[config.mk]
export PLATFORM = sky130hd
export DESIGN_NAME = route_decode
export DESIGN_NICKNAME = d
export VERILOG_FILES = /design/src/fabric_pkg.sv /design/src/route_decode.sv
export VERILOG_INCLUDE_DIRS = /design/src /design/src/src
export SDC_FILE = /design/constraint.sdc
export NUM_CORES = 1
export LEC_CHECK = 0
export ABC_AREA = 1
export BUFFER_PORTS_ARGS = -buffer_cell sky130_fd_sc_hd__buf_2
export CORE_AREA = 5 5 42 44
export DETAILED_ROUTE_END_ITERATION = 12
export DIE_AREA = 0 0 47 49
export GPL_TIMING_DRIVEN = 0
export PLACE_DENSITY = 0.79
export REMOVE_ABC_BUFFERS = 1
export SLEW_MARGIN = 30
export SYNTH_ARGS = -nofsm -noshare
export SYNTH_HDL_FRONTEND = slang
export SYNTH_SLANG_ARGS = --single-unit
export TNS_END_PERCENT = 100
[constraint.sdc]
create_clock -name vclk -period 1.85
set_clock_uncertainty 0.15 [all_clocks]
set_input_delay 0 -clock vclk [all_inputs]
set_output_delay 0 -clock vclk [all_outputs]
set_load 0.01 [all_outputs]
[src/fabric_cfg.svh]
// Build-time sizes for the mesh tile north port
// Include wherever lane count, FIFO depth or field widths are needed
`ifndef FABRIC_CFG_SVH
`define FABRIC_CFG_SVH

// ====================
// Lane configuration
// ====================

// Neighbor lanes feeding the port
`define FABRIC_NUM_CLIENTS 4

// Entries per lane FIFO, keep a power of two
`define FABRIC_FIFO_DEPTH 4

// ====================
// Transaction fields
// ====================

// One mesh coordinate, 8 by 8 mesh
`define FABRIC_COORD_W 3

// Data carried with each request
`define FABRIC_PAYLOAD_W 16

`endif

[src/fabric_pkg.sv]
// Shared types for the tile north port
// Import into any block that handles coordinates, lanes or transactions
`include "fabric_cfg.svh"

package fabric_pkg;

    // ====================
    // Field types
    // ====================
    typedef logic [`FABRIC_COORD_W-1:0]     t_coord;      // Mesh X or Y
    typedef logic [`FABRIC_PAYLOAD_W-1:0]   t_payload;    // Opaque data
    typedef logic [`FABRIC_NUM_CLIENTS-1:0] t_client_vec; // One bit per lane

    // Output port the next tile will pick for a transaction
    typedef enum logic [2:0] {
        NORTH = 3'd0,
        EAST  = 3'd1,
        SOUTH = 3'd2,
        WEST  = 3'd3,
        LOCAL = 3'd4
    } t_cardinal;

    // ====================
    // Transactions
    // ====================

    // Raw request as offered by a neighbor lane
    typedef struct packed {
        t_coord   dest_x;
        t_coord   dest_y;
        t_payload payload;
    } t_tile_req;

    // Request after decode, with the next hop's arbitration FIFO
    typedef struct packed {
        t_coord    dest_x;
        t_coord    dest_y;
        t_cardinal next_tile_fifo_arb_id; // Which FIFO in the north neighbor
        t_payload  payload;
    } t_tile_trans;

endpackage

[src/route_decode.sv]
// Decode stage of the north port
// Works out the port the north neighbor will use under XY routing
`timescale 1ns/100ps

module route_decode
    import fabric_pkg::*;
(
    input  t_coord      tile_x, // This tile's position
    input  t_coord      tile_y,
    input  t_tile_req   req,    // Request from one lane
    output t_tile_trans trans   // Same request with next hop cardinal
);

    // The request leaves north so the next tile sits one row up
    t_coord    next_x;
    t_coord    next_y;
    t_cardinal next_dir;

    assign next_x = tile_x;                 // Same column
    assign next_y = tile_y + t_coord'(1);   // One row up

    // ====================
    // XY routing decision
    // ====================
    // X is resolved first, then Y, then the packet has arrived
    always_comb begin
        if (req.dest_x > next_x) begin
            next_dir = EAST;
        end else if (req.dest_x < next_x) begin
            next_dir = WEST;
        end else if (req.dest_y > next_y) begin
            next_dir = NORTH;                // Still climbing
        end else if (req.dest_y < next_y) begin
            next_dir = SOUTH;                // Overshoot in Y
        end else begin
            next_dir = LOCAL;                // Next tile is the target
        end
    end

    // Destination and data pass through untouched
    always_comb begin
        trans.dest_x                = req.dest_x;
        trans.dest_y                = req.dest_y;
        trans.next_tile_fifo_arb_id = next_dir;
        trans.payload               = req.payload;
    end

endmodule

==> metrics <==
status=finished clean; Seq/Total Area, Yosys=0%; Syn. warnings=0; setup tns final=0 ps; std cell rows=14; max frequency=716 MHz; Static Leak=between 0.2 and 0.3 nW; Chip Width=47 um; Ant. Diodes=0; Post-Route WL=1.00 mm; Worst-Margin Slew=146 ps; register area=0 um2; synth top area cells=buf_4 (46%), ha_1 (24%), inv_1 (8.4%); crit-path leading delay family=adder cells; fin crit share=75.5%; cell with the most instances after synthesis=buf_4; Mapped Area=359 um2; num sequential=0; Max FO, Critical Path=3; Required @ worst endpoint=around 1700 ps; I/O pin total=53; I/O Buffers=21; fin nets=103; fin. max-slew vios=0; initial DRC count=0; first-pass GRT wire length=1.52 mm; worst path bufs/invs=2; Layout Area Growth over Synthesis=33.4%; HP Class=in -> out; grt ovf=0; Final Cell Area=479 um2; final hold vios=0; WS Path Type=in -> out; wire per inst=12.2 um; Max-Cap Viols=0; vias in the first global route=slightly above 300; drt drc=0; Max VDD drop=0.0000819 V; leading area contributor after synthesis=buf_4; DRT antenna net count=0; Worst setup EP type=primary output; Starting Density=25.6%; total power divided by cell area=~240 nW/um2; Max-Slew Margin vs Limit=around nine tenths; die area=2300 um2; routed vias/inst=~4; clock buffers=0; core box area=1400 um2; RSZ-0062 raised after global routing=false; placer congestion estimate=0.654; syn_area_per_cell=7.04 um2; Synth cell types=12; Yosys top cell area share=between 40 and 50%; Syn Inst Count=51; # setup viols final=0; startpoint types=input pin; largest net degree at the start of global routing=4; DR vias=329; placed cell area=around 320 um2; min cycle time layout=1400 ps; Pre-antenna DRT Iters=1; crit-path max cell delay=a little over 300 ps; Crit-path slowest cell=ha_1; die height=49 um; share of layout cells above drive strength 1=between 30% and 40%; HPWL after DPL=a little over 700 um; Total GRT Usage=8.14%; antenna violations before repair=0; CP Cell Sequence=buf_2 > ha_1 > xnor2_1 > ha_1 > a21oi_1 > nand2_1 > o21ai_0 > buf_2; CP arrival=1250 ps; top post-synthesis cells by count=buf_4 (22), inv_1 (8), ha_1 (7)
[layer usage]
layer,GRT usage (%),up-vias,wire length [um]
li1,-,168,-
met5,0,-,0
met4,1.84,0,16
met1,9.78,137,353
met2,14.5,22,526
met3,1.11,2,109
[layout make-up]
type                            instances  area, um2
Fill cell                             160        922
Inverter                                8       30.0
Multi-Input combinational cell         21        164
Tap cell                               16       20.0
Timing Repair Buffer                   37        265
[repair_timing]
action | CTS | global route
hold buffers | 16 | 0
setup endpoints to repair | 0 | 0
resized for setup | 0 | 0
hold endpoints to repair | 16 | 0
setup buffers | 0 | 0
[stage by stage]
stage | utilization [%] | total power, mW | setup slack, ps | hold WS (ps) | instances
after floorplan | - | 0.0415 | 613 | -150 | 29
after global placement | 22.8 | 0.0761 | 449 | -150 | 66
after detailed placement | 22.8 | 0.0779 | 431 | -150 | 66
after CTS | 34.2 | 0.118 | 423 | 51.5 | 82
after global routing | 34.2 | 0.130 | 333 | 68.6 | 82
final | 34.2 | 0.116 | 454 | 48.9 | 82
[power breakdown]
group	leakage [nW]	total, mW	internal (mW)	switching (mW)
sequential	0	0	0	0
clock	0	0	0	0
combinational	0.272	0.116	0.0598	0.0559
total	0.272	0.116	0.0598	0.0559
[cell families (layout without fill, tap and decap cells)]
logic type | count (synthesis) | after routing | share of synthesized area, %
AOI/OAI and AO/OA | 3 | 3 | 4.18
xor gates and xnor gates | 1 | 1 | 2.44
adders and majority gates | 7 | 7 | 24.4
buffers and inverters | 30 | 45 | 54.4
and+or+nand+nor | 10 | 10 | 14.6
[cell usage in the layout (no fill, tap or decap)]
cell type	count
or2_0	1
nand3_1	2
nor2_1	1
dlygate4sd3_1	16
o21ai_0	1
nand3b_1	1
a21oi_1	2
ha_1	7
nand3_2	1
buf_2	21
nand2_1	4
inv_1	8
xnor2_1	1
[final timing paths]
path                  cells after the start        end  startpoint
worst min-delay path                      2  trans[22]     req[19]
worst max-delay path                      8  trans[17]   tile_y[0]
Note: power is estimated with default switching activity, not from simulation.
